--- src/decode_config.svh ---
`ifndef DECODE_CONFIG_SVH
`define DECODE_CONFIG_SVH

`define DEC_INSTR_W 32
`define DEC_REG_W   5

// field positions inside an instruction word
`define DEC_OP_HI    31
`define DEC_OP_LO    26
`define DEC_RS_HI    25
`define DEC_RS_LO    21
`define DEC_RT_HI    20
`define DEC_RT_LO    16
`define DEC_RD_HI    15
`define DEC_RD_LO    11
`define DEC_SHAMT_HI 10
`define DEC_SHAMT_LO 6
`define DEC_FUNCT_HI 5
`define DEC_FUNCT_LO 0
`define DEC_IMM_HI   15
`define DEC_IMM_LO   0
`define DEC_MFMC0_SC 5 // set for ei, clear for di

`endif

--- src/signals_pkg.sv ---
`include "decode_config.svh"

package signals_pkg;

  typedef enum logic [5:0] {
    OP_SPECIAL = 6'h00,
    OP_J       = 6'h02,
    OP_BEQ     = 6'h04,
    OP_ADDIU   = 6'h09,
    OP_ORI     = 6'h0d,
    OP_LUI     = 6'h0f,
    OP_COP0    = 6'h10
  } opcode_e;

  typedef enum logic [5:0] {
    FN_JR   = 6'h08,
    FN_ERET = 6'h18, // co group
    FN_ADDU = 6'h21,
    FN_SUBU = 6'h23,
    FN_AND  = 6'h24,
    FN_OR   = 6'h25,
    FN_SLT  = 6'h2a
  } funct_e;

  typedef enum logic [4:0] {
    RS_MFC0  = 5'h00,
    RS_MTC0  = 5'h04,
    RS_MFMC0 = 5'h0b,
    RS_CO    = 5'h10 // whole group is rs[4] set
  } cop0_rs_e;

  typedef struct packed {
    logic [5:0]            op;
    logic [`DEC_REG_W-1:0] rs;
    logic [`DEC_REG_W-1:0] rt;
    logic [`DEC_REG_W-1:0] rd;
    logic [4:0]            shamt;
    logic [5:0]            funct;
    logic [15:0]           imm16;
  } unpack_t;

  typedef enum logic [1:0] {OPD_NONE, OPD_RS, OPD_RT, OPD_RS_RT} operand_use_e;

  typedef enum logic [2:0] {
    PC_SEQ, PC_BRANCH, PC_JUMP, PC_JR, PC_ERET, PC_EXCEPTION
  } pc_src_e;

  typedef enum logic [1:0] {
    C0_SRC_RT, C0_SRC_STATUS_EI, C0_SRC_STATUS_DI, C0_SRC_STATUS_ERET
  } cop0_src_e;

  typedef enum logic [1:0] {DEST_C0_NONE, DEST_C0_RDSEL, DEST_C0_STATUS} dest_cop0_e;
  typedef enum logic [1:0] {REG_SRC_ALU, REG_SRC_COP0, REG_SRC_IMM_UPPER} reg_src_e;
  typedef enum logic       {REG_DEST_RD, REG_DEST_RT} reg_dest_e;
  typedef enum logic       {EXC_NONE, EXC_RESERVED} exc_chk_e;
  typedef enum logic [2:0] {ALU_ADD, ALU_SUB, ALU_AND, ALU_OR, ALU_SLT} alu_op_e;

  typedef struct packed {
    operand_use_e          opd_use;
    pc_src_e               pc_src;
    cop0_src_e             cop0_src;
    dest_cop0_e            dest_cop0;
    reg_src_e              reg_src;
    reg_dest_e             reg_dest;
    exc_chk_e              exc_chk;
    alu_op_e               alu_op;
    logic                  write_reg;
    logic                  write_cop0;
    logic                  imm_signed;
    logic [`DEC_REG_W-1:0] cop0_sel;
  } control_t;

  // no writes, sequential pc
  function automatic control_t default_control();
    control_t c;
    c.opd_use    = OPD_NONE;
    c.pc_src     = PC_SEQ;
    c.cop0_src   = C0_SRC_RT;
    c.dest_cop0  = DEST_C0_NONE;
    c.reg_src    = REG_SRC_ALU;
    c.reg_dest   = REG_DEST_RD;
    c.exc_chk    = EXC_NONE;
    c.alu_op     = ALU_ADD;
    c.write_reg  = 1'b0;
    c.write_cop0 = 1'b0;
    c.imm_signed = 1'b0;
    c.cop0_sel   = '0;
    return c;
  endfunction

  function automatic control_t reserved_control();
    control_t c;
    c         = default_control();
    c.pc_src  = PC_EXCEPTION;
    c.exc_chk = EXC_RESERVED;
    return c;
  endfunction

  function automatic unpack_t unpack(input logic [`DEC_INSTR_W-1:0] instr);
    unpack_t u;
    u.op    = instr[`DEC_OP_HI:`DEC_OP_LO];
    u.rs    = instr[`DEC_RS_HI:`DEC_RS_LO];
    u.rt    = instr[`DEC_RT_HI:`DEC_RT_LO];
    u.rd    = instr[`DEC_RD_HI:`DEC_RD_LO];
    u.shamt = instr[`DEC_SHAMT_HI:`DEC_SHAMT_LO];
    u.funct = instr[`DEC_FUNCT_HI:`DEC_FUNCT_LO];
    u.imm16 = instr[`DEC_IMM_HI:`DEC_IMM_LO];
    return u;
  endfunction

endpackage

--- src/cop0_decoder.sv ---
`timescale 1ns/1ns
`include "decode_config.svh"

module cop0_decoder (
  input  logic [`DEC_INSTR_W-1:0] instr,
  output signals_pkg::control_t   ctl
);

  signals_pkg::unpack_t f;

  assign f = signals_pkg::unpack(instr);

  always_comb begin
    ctl = signals_pkg::default_control();
    case (f.rs)
      signals_pkg::RS_MTC0: begin
        ctl.opd_use    = signals_pkg::OPD_RT;
        ctl.cop0_src   = signals_pkg::C0_SRC_RT;
        ctl.dest_cop0  = signals_pkg::DEST_C0_RDSEL;
        ctl.write_cop0 = 1'b1;
        ctl.cop0_sel   = f.rd;
      end

      signals_pkg::RS_MFC0: begin
        ctl.reg_src   = signals_pkg::REG_SRC_COP0;
        ctl.reg_dest  = signals_pkg::REG_DEST_RT;
        ctl.write_reg = 1'b1;
        ctl.cop0_sel  = f.rd; // register being read
      end

      signals_pkg::RS_MFMC0: begin
        if (instr[`DEC_MFMC0_SC]) begin
          ctl.cop0_src = signals_pkg::C0_SRC_STATUS_EI;
        end else begin
          ctl.cop0_src = signals_pkg::C0_SRC_STATUS_DI;
        end
        ctl.dest_cop0  = signals_pkg::DEST_C0_STATUS;
        ctl.write_cop0 = 1'b1;
        ctl.reg_src    = signals_pkg::REG_SRC_COP0; // old status lands in rt
        ctl.reg_dest   = signals_pkg::REG_DEST_RT;
        ctl.write_reg  = 1'b1;
      end

      default: begin
        if ((f.rs & signals_pkg::RS_CO) == signals_pkg::RS_CO &&
            f.funct == signals_pkg::FN_ERET) begin
          ctl.pc_src     = signals_pkg::PC_ERET;
          ctl.cop0_src   = signals_pkg::C0_SRC_STATUS_ERET;
          ctl.dest_cop0  = signals_pkg::DEST_C0_STATUS;
          ctl.write_cop0 = 1'b1;
        end else begin
          ctl = signals_pkg::reserved_control();
        end
      end
    endcase
  end

endmodule

--- src/instr_decoder.sv ---
`timescale 1ns/1ns
`include "decode_config.svh"

module instr_decoder (
  input  logic [`DEC_INSTR_W-1:0] instr,
  output signals_pkg::control_t   ctl
);

  signals_pkg::unpack_t  f;
  signals_pkg::control_t c0_ctl;

  cop0_decoder i_cop0_decoder (
    .instr (instr),
    .ctl   (c0_ctl)
  );

  assign f = signals_pkg::unpack(instr);

  always_comb begin
    ctl = signals_pkg::default_control();
    case (f.op)
      signals_pkg::OP_SPECIAL: begin
        ctl.opd_use   = signals_pkg::OPD_RS_RT;
        ctl.reg_src   = signals_pkg::REG_SRC_ALU;
        ctl.reg_dest  = signals_pkg::REG_DEST_RD;
        ctl.write_reg = 1'b1;
        case (f.funct)
          signals_pkg::FN_ADDU: ctl.alu_op = signals_pkg::ALU_ADD;
          signals_pkg::FN_SUBU: ctl.alu_op = signals_pkg::ALU_SUB;
          signals_pkg::FN_AND:  ctl.alu_op = signals_pkg::ALU_AND;
          signals_pkg::FN_OR:   ctl.alu_op = signals_pkg::ALU_OR;
          signals_pkg::FN_SLT:  ctl.alu_op = signals_pkg::ALU_SLT;
          signals_pkg::FN_JR: begin
            ctl.opd_use   = signals_pkg::OPD_RS;
            ctl.pc_src    = signals_pkg::PC_JR;
            ctl.write_reg = 1'b0;
          end
          default: ctl = signals_pkg::reserved_control();
        endcase
      end

      signals_pkg::OP_ADDIU: begin
        ctl.opd_use    = signals_pkg::OPD_RS;
        ctl.alu_op     = signals_pkg::ALU_ADD;
        ctl.reg_dest   = signals_pkg::REG_DEST_RT;
        ctl.write_reg  = 1'b1;
        ctl.imm_signed = 1'b1;
      end

      signals_pkg::OP_ORI: begin
        ctl.opd_use   = signals_pkg::OPD_RS;
        ctl.alu_op    = signals_pkg::ALU_OR;
        ctl.reg_dest  = signals_pkg::REG_DEST_RT;
        ctl.write_reg = 1'b1; // zero-extended immediate
      end

      signals_pkg::OP_LUI: begin
        ctl.reg_src   = signals_pkg::REG_SRC_IMM_UPPER;
        ctl.reg_dest  = signals_pkg::REG_DEST_RT;
        ctl.write_reg = 1'b1;
      end

      signals_pkg::OP_BEQ: begin
        ctl.opd_use    = signals_pkg::OPD_RS_RT;
        ctl.alu_op     = signals_pkg::ALU_SUB; // compare rs and rt
        ctl.pc_src     = signals_pkg::PC_BRANCH;
        ctl.imm_signed = 1'b1;
      end

      signals_pkg::OP_J: ctl.pc_src = signals_pkg::PC_JUMP;

      signals_pkg::OP_COP0: ctl = c0_ctl;

      default: ctl = signals_pkg::reserved_control();
    endcase
  end

endmodule

--- src/decode_ctrl.sv ---
`timescale 1ns/1ns
`include "decode_config.svh"

module decode_ctrl (
  input  logic                    clk,
  input  logic                    rst_n,
  input  logic                    in_req,
  output logic                    in_ack,
  input  logic [`DEC_INSTR_W-1:0] instr,
  output logic [`DEC_INSTR_W-1:0] instr_q,
  input  signals_pkg::control_t   dec_ctl,
  output logic                    out_req,
  input  logic                    out_ack,
  output signals_pkg::control_t   ctl
);

  typedef enum logic [1:0] {IDLE, IN_RELEASE, OUT_HOLD, OUT_RELEASE} state_e;

  state_e state;

  always_ff @(posedge clk) begin
    if (!rst_n) begin
      state <= IDLE;
      ctl   <= signals_pkg::default_control();
    end else begin
      case (state)
        IDLE:        if (in_req) state <= IN_RELEASE;
        IN_RELEASE: begin
          if (!in_req) begin
            ctl   <= dec_ctl; // decode settled from instr_q
            state <= OUT_HOLD;
          end
        end
        OUT_HOLD:    if (out_ack) state <= OUT_RELEASE;
        OUT_RELEASE: if (!out_ack) state <= IDLE;
        default:     state <= IDLE;
      endcase
    end
  end

  always_ff @(posedge clk) begin
    if (state == IDLE && in_req) instr_q <= instr;
  end

  assign in_ack  = (state == IN_RELEASE);
  assign out_req = (state == OUT_HOLD);

  // result must wait for the consumer
  a_out_hold: assert property (@(posedge clk) disable iff (!rst_n)
    out_req && !out_ack |=> out_req && $stable(ctl));

  a_ack_after_req: assert property (@(posedge clk) disable iff (!rst_n)
    $rose(in_ack) |-> $past(in_req));

endmodule

--- src/decode_top.sv ---
`timescale 1ns/1ns
`include "decode_config.svh"

module decode_top (
  input  logic                    clk,
  input  logic                    rst_n,
  input  logic                    in_req,
  output logic                    in_ack,
  input  logic [`DEC_INSTR_W-1:0] instr,
  output logic                    out_req,
  input  logic                    out_ack,
  output signals_pkg::control_t   ctl
);

  logic [`DEC_INSTR_W-1:0] instr_q;
  signals_pkg::control_t   dec_ctl;

  decode_ctrl i_decode_ctrl (
    .clk     (clk),
    .rst_n   (rst_n),
    .in_req  (in_req),
    .in_ack  (in_ack),
    .instr   (instr),
    .instr_q (instr_q),
    .dec_ctl (dec_ctl),
    .out_req (out_req),
    .out_ack (out_ack),
    .ctl     (ctl)
  );

  instr_decoder i_instr_decoder (
    .instr (instr_q),
    .ctl   (dec_ctl)
  );

endmodule

--- config.mk ---
export PLATFORM = sky130hd
export DESIGN_NAME = decode_top
export DESIGN_NICKNAME = d
export VERILOG_FILES = /design/src/signals_pkg.sv /design/src/cop0_decoder.sv /design/src/instr_decoder.sv /design/src/decode_ctrl.sv /design/src/decode_top.sv
export VERILOG_INCLUDE_DIRS = /design/src /design/src/src
export SDC_FILE = /design/constraint.sdc
export NUM_CORES = 1
export LEC_CHECK = 0
export BUFFER_PORTS_ARGS = -buffer_cell sky130_fd_sc_hd__buf_2
export CAP_MARGIN = 25
export CORE_MARGIN = 8
export CORE_UTILIZATION = 40
export DETAILED_ROUTE_END_ITERATION = 10
export GPL_ROUTABILITY_DRIVEN = 0
export GPL_TIMING_DRIVEN = 0
export PLACE_DENSITY = 0.7
export SYNTH_ARGS = -nofsm -noshare
export SYNTH_HDL_FRONTEND = slang
export SYNTH_SLANG_ARGS = --single-unit
--- constraint.sdc ---
create_clock -name clk -period 4.98 [get_ports clk]
set_clock_uncertainty 0.2 [all_clocks]
set_input_delay 0.498 -clock clk [delete_from_list [all_inputs] [get_ports clk]]
set_output_delay 0.498 -clock clk [all_outputs]
set_load 0.01 [all_outputs]
==> flow_summary.yaml, run 1 <==
sta:
  min_period_ns: 2.08
  rsz0062_at_grt: "false"
  finalCritPeriodShare_pct: 41.8
  max_freq_mhz: 481
  worst_slack_ns: 2.90
  relSlewSlack_pct: 37.2
  slew_viol_final: 0
  finalHoldViolations: 0
  fin_tns_setup_ns: 0
  setup-violations-final: 0
  hold_ws_ns: 0.163
  worst_pin_slew_ns: 0.943
floorplanning:
  io_pins: 62
  die_y_um: 88.7
  dieWidth_um: 88.7
  floorplan.initialDensity_pct: 41.4
  fp-row-count: 26
  die-area_um2: 7870
  core_area_um2: 5110
logic_synthesis:
  synthCells: 198
  synth_area_per_cell_um2: 10.7
  synth_xor_area_share_pct: 0.828
  synth_cell_types: 47
  synth_compound_area_share_pct: 15.8
  yosys_warnings: 0
  synthArstFlopShare_pct: 0
  netlist_area_um2: 2110
  synth_top_family_by_area: "simple AND/OR/NAND/NOR gates"
  yosys_register_bits: 48
  synth_fa_ha_area_share_pct: 2.37
  muxShareOfSynthArea_pct: 1.42
  yosysSeqAreaShare_pct: 55.9
  synth_simple_gate_area_share_pct: 20.8
  synth_edf_count: 22
  syn-num-nets: 238
  synthFlopType: "dfxtp_1"
final_layout:
  fillers: 499
  nets: 295
  num_antenna_cells: 0
  drive_gt1_share_pct: 27.7
  synthToLayoutAreaGrowth_pct: 20.1
  seq_area_um2: 1180
  multi_input_area_um2: 872
pwr:
  total_power_mw: 1.05
  cellPowerDensity_nw_per_um2: 414
  p_switching_uw: 358
  peakVddDrop_mv: 0.174
  p_comb_share_pct: 26.2
  p_leak_nw: 1.02
  clockPowerShare_pct: 22.0
  power.internal_uw: 692
  seqPwrFrac_pct: 51.9
  p_sw_share_pct: 34.1
global_route:
  grt_max_degree: 23
  grt_pass1_vias: 1632
  overflow: 0
  grt_antenna_before_repair: 0
  groute.usage.overall_pct: 12.9
  grt_pass1_wl_um: 7800
critical_path:
  endpoint_kind: "flip-flop"
  crit_type: "flip-flop to flip-flop"
  slowest_delay_ns: 0.44
  arrival_ns: 2.10
  path_cells: "inv_1 -> ha_1 -> nand2b_1 -> clkbuf_1 -> a21oi_1 -> a311oi_1"
  critPathRequiredTime_ns: 4.99
  cp_max_fo: 10
  setup.worst_path.start_class: "flip-flop"
  slowest_stage: "clkbuf_1"
clocking:
  post_cts_buffers: 0
  cts_buffers: 5
  ctsResizeCount: 0
  clk_pin_slew_ns: 0.09
  cts_tree: "yes"
  cts_root_buffer: "clkbuf_8"
  htreeDepth: 2
  hold_buffers: 0
  clock_latency_ns: 0.31
  numClockSinks: 48
  clk_path_buf_depth: 2
route:
  ant_nets: 0
  drc: 0
  vias_per_cell: 5.17
  drtIter0Drc: 175
  via_count: 1685
  first_pass_iters: 4
  drt_wl_total_um: 4840
  wl_per_cell_um: 14.8
placed_design:
  pre_cts_ws_ns: 2.92
  port_buffers: 50
  hpwl_um: 3690
hold_path:
  hp-class: "input port to flip-flop"
flow_run:
  drv_cap: 0
status:
  status: "finished, final reports clean"
-- Yosys cell counts, types with 2 or more instances --
cell type	number	area, um^2
a21boi_0	2	15.0
xor2_1	2	17.5
nand2b_1	6	37.5
a31oi_1	4	25.0
nand4_1	4	25.0
nand3_1	6	30.0
a211oi_1	3	22.5
nor3_4	2	32.5
and2_1	2	12.5
and3_1	2	12.5
nor2_1	18	67.6
dfxtp_1	26	521
or3_4	2	22.5
o21ai_0	16	80.1
edfxtp_1	22	661
a22oi_1	7	52.6
inv_1	5	18.8
ha_1	4	50.1
nor2b_1	3	18.8
o21ai_1	2	10.0
nand2_1	16	60.1
mux2i_1	3	30.0
nand3_2	2	20.0
a21oi_1	7	35.0
clkbuf_1	7	26.3
nor3_1	4	20.0
-- flip-flops by register name, indices dropped and copies added, names as in the netlist --
signal	count
i_decode_ctrl.ctl	24
i_decode_ctrl.instr_q	22
i_decode_ctrl.state	2
-- through the flow --
stage	cell area [um^2]	instances	utilization, %
global placement	2450	318	48.0
global route	2540	326	49.7
finish	2540	326	49.7
detailed placement	2450	318	48.0
CTS	2540	326	49.7
floorplan	2110	198	-
-- logic make-up after synthesis --
group                    count (synthesis)
adder cells (fa/ha/maj)                  4
multiplexers                             3
buffers and inverters                   14
XOR/XNOR                                 2
AND/OR/NAND/NOR                         76
AO/OA/AOI/OAI                           51
flip-flops                              48
-- critical path: cells and delay by family, from the launching register on --
| kind | cells | cell delay [ns] |
|---|---|---|
| simple gates | 1 | 0.25 |
| fa+ha+maj | 1 | 0.22 |
| buf+inv | 2 | 0.52 |
| flops | 1 | 0.38 |
| compound gates | 2 | 0.41 |
-- path summary, 6_finish.rpt --
| kind | cells past startpoint | from | slack [ns] | to |
|---|---|---|---|---|
| hold reg to reg | 2 | i_decode_ctrl.ctl[10] | 0.25 | i_decode_ctrl.ctl[10] |
| setup reg to reg | 6 | i_decode_ctrl.state[1] | 2.90 | i_decode_ctrl.ctl[22] |
| hold / removal | 1 | instr[4] | 0.16 | i_decode_ctrl.instr_q[4] |
| setup / recovery | 6 | i_decode_ctrl.state[1] | 2.90 | i_decode_ctrl.ctl[22] |
-- area by class of cell --
type / count / area share (%)
well taps: 70 / 3.45
inverters: 5 / 0.739
plain buffers: 9 / 1.68
clock buffers: 5 / 2.71
repair buffers: 50 / 9.86
clock inverters: 3 / 0.690
multi-input cells: 136 / 34.4
flip-flops and latches: 48 / 46.5
-- metal layers --
metal  track usage (%)  routed length (um)  vias to the layer above
li1                  -                   -                      837
met1              14.8                2020                      772
met2              21.1                2280                       67
met3              3.99                 447                        9
met4              6.76                  97                        0
met5                 0                   0                        -
-- power groups by stage --
stage | Combinational [mW] | Sequential (mW) | Clock (mW)
finish | 0.275 | 0.545 | 0.231
CTS | 0.277 | 0.545 | 0.236
global route | 0.310 | 0.554 | 0.253
global placement | 0.270 | 0.549 | 0
floorplan | 0.192 | 0.545 | 0
detailed placement | 0.275 | 0.554 | 0
-- cells in the final DEF (no fill, tap or decap), types with 2 or more instances in the layout --
master and instances:
nand2_1 16, a21oi_1 7, inv_1 5, nor3_1 4, nand4_1 4, ha_1 4, edfxtp_1 22, buf_2 51
a31oi_1 4, nor2b_1 3, nand3_2 2, a22oi_1 7, xor2_1 2, mux2i_1 3, and3_1 2, clkbuf_8 5
a21boi_0 2, o21ai_1 2, nand2b_1 6, clkbuf_1 7, and2_1 2, nor3_4 2, a211oi_1 3, o21ai_0 16
nand3_1 6, nor2_1 18, dfxtp_1 26, or3_4 2
No activity file was read; power rests on OpenSTA's default activity.
==> run 2, diff against run 1 <==
clock period = 2 ns   (was 4.98 ns; I/O delays follow)
==> run 2 against run 1 <==
Maximum frequency is 11% higher. Global-route usage is 0.43 points higher. Wire length is 2.1% higher. Count of clock-buffer cells in the layout stayed put. Hold slack worse by 0.078 ns. Setup slack worse by 2.8 ns. Final cell count is 6.4% higher. Core utilization is 4.8 points higher. Sequential share of layout area is 4.1 points lower. Via count is 5.0% higher. Combinational power grew to 2.6 times the previous value. Register-to-register slack worse by 2.8 ns. Highest routed layer unchanged.
==> flow_summary.yaml, run 2 (same netlist as run 1, synthesis figures left out) <==
status:
  status: "finished, final reports clean"
critical_path:
  setup.worst_path.start_class: "flip-flop"
  slowest_stage: "edfxtp_1"
  critical_path.top_delay_family: "simple AND/OR/NAND/NOR gates"
  cp_max_fo: 7
  critPathRequiredTime_ns: 2.04
  endpoint_kind: "flip-flop"
  path_cells: "or3_4 -> nor3_4 -> nand2b_1 -> o211a_1 -> o21ai_2"
  slowest_delay_ns: 0.52
  arrival_ns: 1.91
  crit_type: "flip-flop to flip-flop"
  path_buf_inv: 0
placed_design:
  pre_cts_ws_ns: -0.0612
  port_buffers: 50
  hpwl_um: 3690
final_layout:
  drive_gt1_share_pct: 28.2
  final_cell_mix: "buf_2, dfxtp_1, dlygate4sd3_1, edfxtp_1, nor2_1"
  regMostFlops: "i_decode_ctrl.ctl"
  nets: 316
  synthToLayoutAreaGrowth_pct: 31.6
  reg_top3: "i_decode_ctrl.ctl x24, i_decode_ctrl.instr_q x22, i_decode_ctrl.state x2"
  num_antenna_cells: 0
  final_common_cell: "buf_2"
  largest_reg_flops: 24
floorplanning:
  fp-row-count: 26
  die_y_um: 88.7
  core_area_um2: 5110
  floorplan.initialDensity_pct: 41.4
  die-area_um2: 7870
  dieWidth_um: 88.7
  io_pins: 62
clocking:
  cts_buffers: 5
  clk_pin_slew_ns: 0.09
  htreeDepth: 2
  clk_path_buf_depth: 2
  cts_tree: "yes"
  numClockSinks: 48
  cts_root_buffer: "clkbuf_8"
  clock_latency_ns: 0.30
  post_cts_buffers: 0
global_route:
  grt_pass1_vias: 1724
  groute.usage.overall_pct: 13.4
  overflow: 0
  grt_max_degree: 23
  grt_antenna_before_repair: 0
  grt_pass1_wl_um: 8090
route:
  ant_nets: 0
  drt_wl_total_um: 4940
  drtIter0Drc: 228
  via_count: 1769
  drc: 0
  vias_per_cell: 5.10
  first_pass_iters: 4
  wl_per_cell_um: 14.2
pwr:
  cellPowerDensity_nw_per_um2: 959
  peakVddDrop_mv: 0.441
  p_leak_nw: 1.12
flow_run:
  drv_cap: 0
sta:
  setup-violations-final: 0
  min_period_ns: 1.87
  rsz0062_at_grt: "false"
  worst_slack_ns: 0.131
  finalCritPeriodShare_pct: 93.5
  hold_ws_ns: 0.0851
  worst_pin_slew_ns: 0.605
  max_freq_mhz: 535
  relSlewSlack_pct: 59.7
  slew_viol_final: 0
  finalHoldViolations: 0
hold_path:
  hp-class: "input port to flip-flop"
==> run 2: tightest hold or removal path: cells and delay by family <==
kind                   cells  cell delay [ns]
AND/OR/NAND/NOR            1             0.11
buffers and inverters      1             0.08
AO/OA/AOI/OAI              1             0.08
multiplexers               1             0.06
==> run 2: final cells by class <==
type	count	area, um^2
Buffer	8	43.8
Clock buffer	5	68.8
Clock inverter	3	17.5
Fill cell	474	2320
Inverter	5	18.8
Multi-Input combinational cell	136	895
Sequential cell	48	1180
Tap cell	70	87.6
Timing Repair Buffer	72	470
==> run 2: timing repair <==
action,in CTS,in global routing
gates resized for setup,2,9
hold buffers,22,0
hold endpoints to repair,22,0
pin swaps,0,0
endpoints found under the setup margin,24,11
==> run 2: where the power goes <==
part | internal, mW | switching [mW]
logic | 0.295 | 0.433
clock network | 0.244 | 0.328
registers | 1.23 | 0.142
==> run 2: through the flow <==
stage               setup TNS (ns)  instance area, um^2  util (%)  cells  power, mW
floorplan                        0                 2110         -    198       1.84
global placement                 0                 2450      48.0    318       2.04
detailed placement         -0.0925                 2450      48.0    318       2.06
CTS                              0                 2760      54.1    348       2.67
global route                     0                 2780      54.5    347       2.84
finish                           0                 2780      54.5    347       2.67
==> run 2: worst paths after layout <==
| kind | startpoint | end | slack (ns) | cells past startpoint |
|---|---|---|---|---|
| setup / recovery | i_decode_ctrl.instr_q[26] | i_decode_ctrl.ctl[23] | 0.13 | 5 |
| setup reg to reg | i_decode_ctrl.instr_q[26] | i_decode_ctrl.ctl[23] | 0.13 | 5 |
| hold / removal | out_ack | i_decode_ctrl.state[0] | 0.09 | 4 |
| hold reg to reg | i_decode_ctrl.ctl[10] | i_decode_ctrl.ctl[10] | 0.25 | 2 |
==> run 2: routing by layer <==
metal  wire, um  track usage, %  up-vias
met4         97            6.76        0
li1           -               -      881
met3        372            3.81        9
met1       2080            15.3      816
met5          0               0        -
met2       2390            22.1       63
==> run 3, diff against run 2 <==
CELL_PAD_IN_SITES_DETAIL_PLACEMENT = 0   (was not set)
CELL_PAD_IN_SITES_GLOBAL_PLACEMENT = 2   (was not set)
CORE_MARGIN = 4   (was 8)
CORE_UTILIZATION = 31   (was 40)
PLACE_DENSITY = 0.84   (was 0.7)
==> run 3 against run 2 <==
Setup slack worse by 0.064 ns. Maximum frequency decreased by 3.3%. Sequential cell count did not move. Sequential share of layout area decreased by 1.2 points. Clock power rose by 7.0%. Largest cell class unchanged. Highest routed layer unchanged.
==> flow_summary.yaml, run 3 (same netlist as run 1, synthesis figures left out) <==
status:
  status: "finished, final reports clean"
clocking:
  cts_tree: "yes"
  clk_path_buf_depth: 2
  cts_root_buffer: "clkbuf_8"
  htreeDepth: 2
  cts_buffers: 5
  clk_pin_slew_ns: 0.09
  numClockSinks: 48
  clock_latency_ns: 0.30
flow_run:
  drv_cap: 0
critical_path:
  crit_start: "i_decode_ctrl.instr_q[25]"
  critical_path.top_delay_family: "simple AND/OR/NAND/NOR gates"
  path_buf_inv: 0
  cp_max_fo: 5
  setup.worst_path.start_class: "flip-flop"
  slowest_stage: "or4_4"
  arrival_ns: 1.92
  endpoint_kind: "flip-flop"
  r2r_start: "i_decode_ctrl.instr_q[25]"
  critPathRequiredTime_ns: 1.99
  reg2reg_setup_slack_ns: 0.07
  crit_type: "flip-flop to flip-flop"
  slowest_delay_ns: 0.63
  path_cells: "or4_4 -> a21boi_4 -> nand3_2 -> and3_1 -> a31oi_1"
final_layout:
  final_core_util_pct: 44.1
  final_cell_mix: "buf_2, dfxtp_1, dlygate4sd3_1, edfxtp_1, nor2_1"
  reg_top3: "i_decode_ctrl.ctl x24, i_decode_ctrl.instr_q x22, i_decode_ctrl.state x2"
  num_antenna_cells: 0
  final_common_cell: "buf_2"
  instances_no_fill: 361
  regMostFlops: "i_decode_ctrl.ctl"
  nets: 323
  drive_gt1_share_pct: 30.3
  largest_reg_flops: 24
  synthToLayoutAreaGrowth_pct: 35.4
global_route:
  groute.usage.overall_pct: 13.1
  grt_pass1_vias: 1731
  grt_max_degree: 23
  overflow: 0
  grt_antenna_before_repair: 0
  grt_pass1_wl_um: 8640
sta:
  slew_viol_final: 0
  worst_pin_slew_ns: 0.545
  finalHoldViolations: 0
  finalCritPeriodShare_pct: 96.7
  setup-violations-final: 0
  worst_slack_ns: 0.0665
  min_period_ns: 1.93
  max_freq_mhz: 517
  rsz0062_at_grt: "true"
  relSlewSlack_pct: 63.6
floorplanning:
  core_area_um2: 6490
  dieWidth_um: 90.6
  die_y_um: 90.6
  io_pins: 62
  die-area_um2: 8210
  floorplan.initialDensity_pct: 32.6
  fp-row-count: 29
route:
  vias_per_cell: 4.91
  via_count: 1772
  first_pass_iters: 4
  wl_per_cell_um: 14.4
  ant_nets: 0
  drtIter0Drc: 104
  drt_wl_total_um: 5220
  drc: 0
placed_design:
  pre_cts_ws_ns: -0.0337
  placed_cells: 325
  hpwl_um: 3740
  port_buffers: 50
pwr:
  peakVddDrop_mv: 0.424
  cellPowerDensity_nw_per_um2: 963
  p_leak_nw: 1.16
hold_path:
  hp-start: "rst_n"
  hp-class: "input port to flip-flop"
-- run 3: where the power goes --
part           switching [mW]  internal, mW  leakage (nW)  total, mW
clock                   0.331         0.281        0.0477      0.612
sequential              0.130          1.23         0.420       1.36
combinational           0.462         0.327         0.688      0.788
-- run 3: per-layer routing --
metal	GRT usage, %	up-vias	share of wire (%)
met4	5.74	0	1.3
met1	18.0	832	49
met3	3.00	4	4.3
met2	19.7	42	45
met5	0	-	0
li1	-	894	-
-- run 3: timing repair --
action | 4_1_cts | 5_1_grt
pin swaps | 0 | 4
gates resized for setup | 3 | 12
endpoints found under the hold margin | 22 | 0
hold buffers | 22 | 0
setup buffers | 0 | 6
gates cloned | 0 | 0
setup endpoints to repair | 25 | 16
-- run 3: path summary, 6_finish.rpt --
kind                                               to  depth (start not counted)
worst max-delay path            i_decode_ctrl.ctl[19]                          5
worst min-delay path            i_decode_ctrl.ctl[18]                          3
worst max register to register  i_decode_ctrl.ctl[19]                          5
worst min register to register  i_decode_ctrl.ctl[10]                          2
-- run 3: final cells by class --
class / count / area (um^2)
well taps: 77 / 96.3
multi-input cells: 136 / 901
flip-flops and latches: 48 / 1180
fillers: 622 / 3630
plain buffers: 9 / 55.1
repair buffers: 78 / 515
clock buffers: 6 / 82.6
inverters: 5 / 18.8
clock inverters: 2 / 13.8
-- run 3: metrics by stage --
stage | power (mW) | hold WS [ns] | TNS, ns | instance area, um^2
final | 2.76 | 0.0822 | 0 | 2860
after global routing | 2.93 | 0.121 | -0.112 | 2860
after floorplan | 1.84 | 0.0989 | 0 | 2110
after CTS | 2.72 | 0.0853 | 0 | 2780
after detailed placement | 2.07 | 0.178 | -0.715 | 2460
after global placement | 2.06 | 0.179 | -0.0842 | 2460
-- run 3: tightest hold or removal path, stage by stage --
cell	delay [ns]
clkbuf_1	0.19
nand2_1	0.11
o21ai_1	0.05
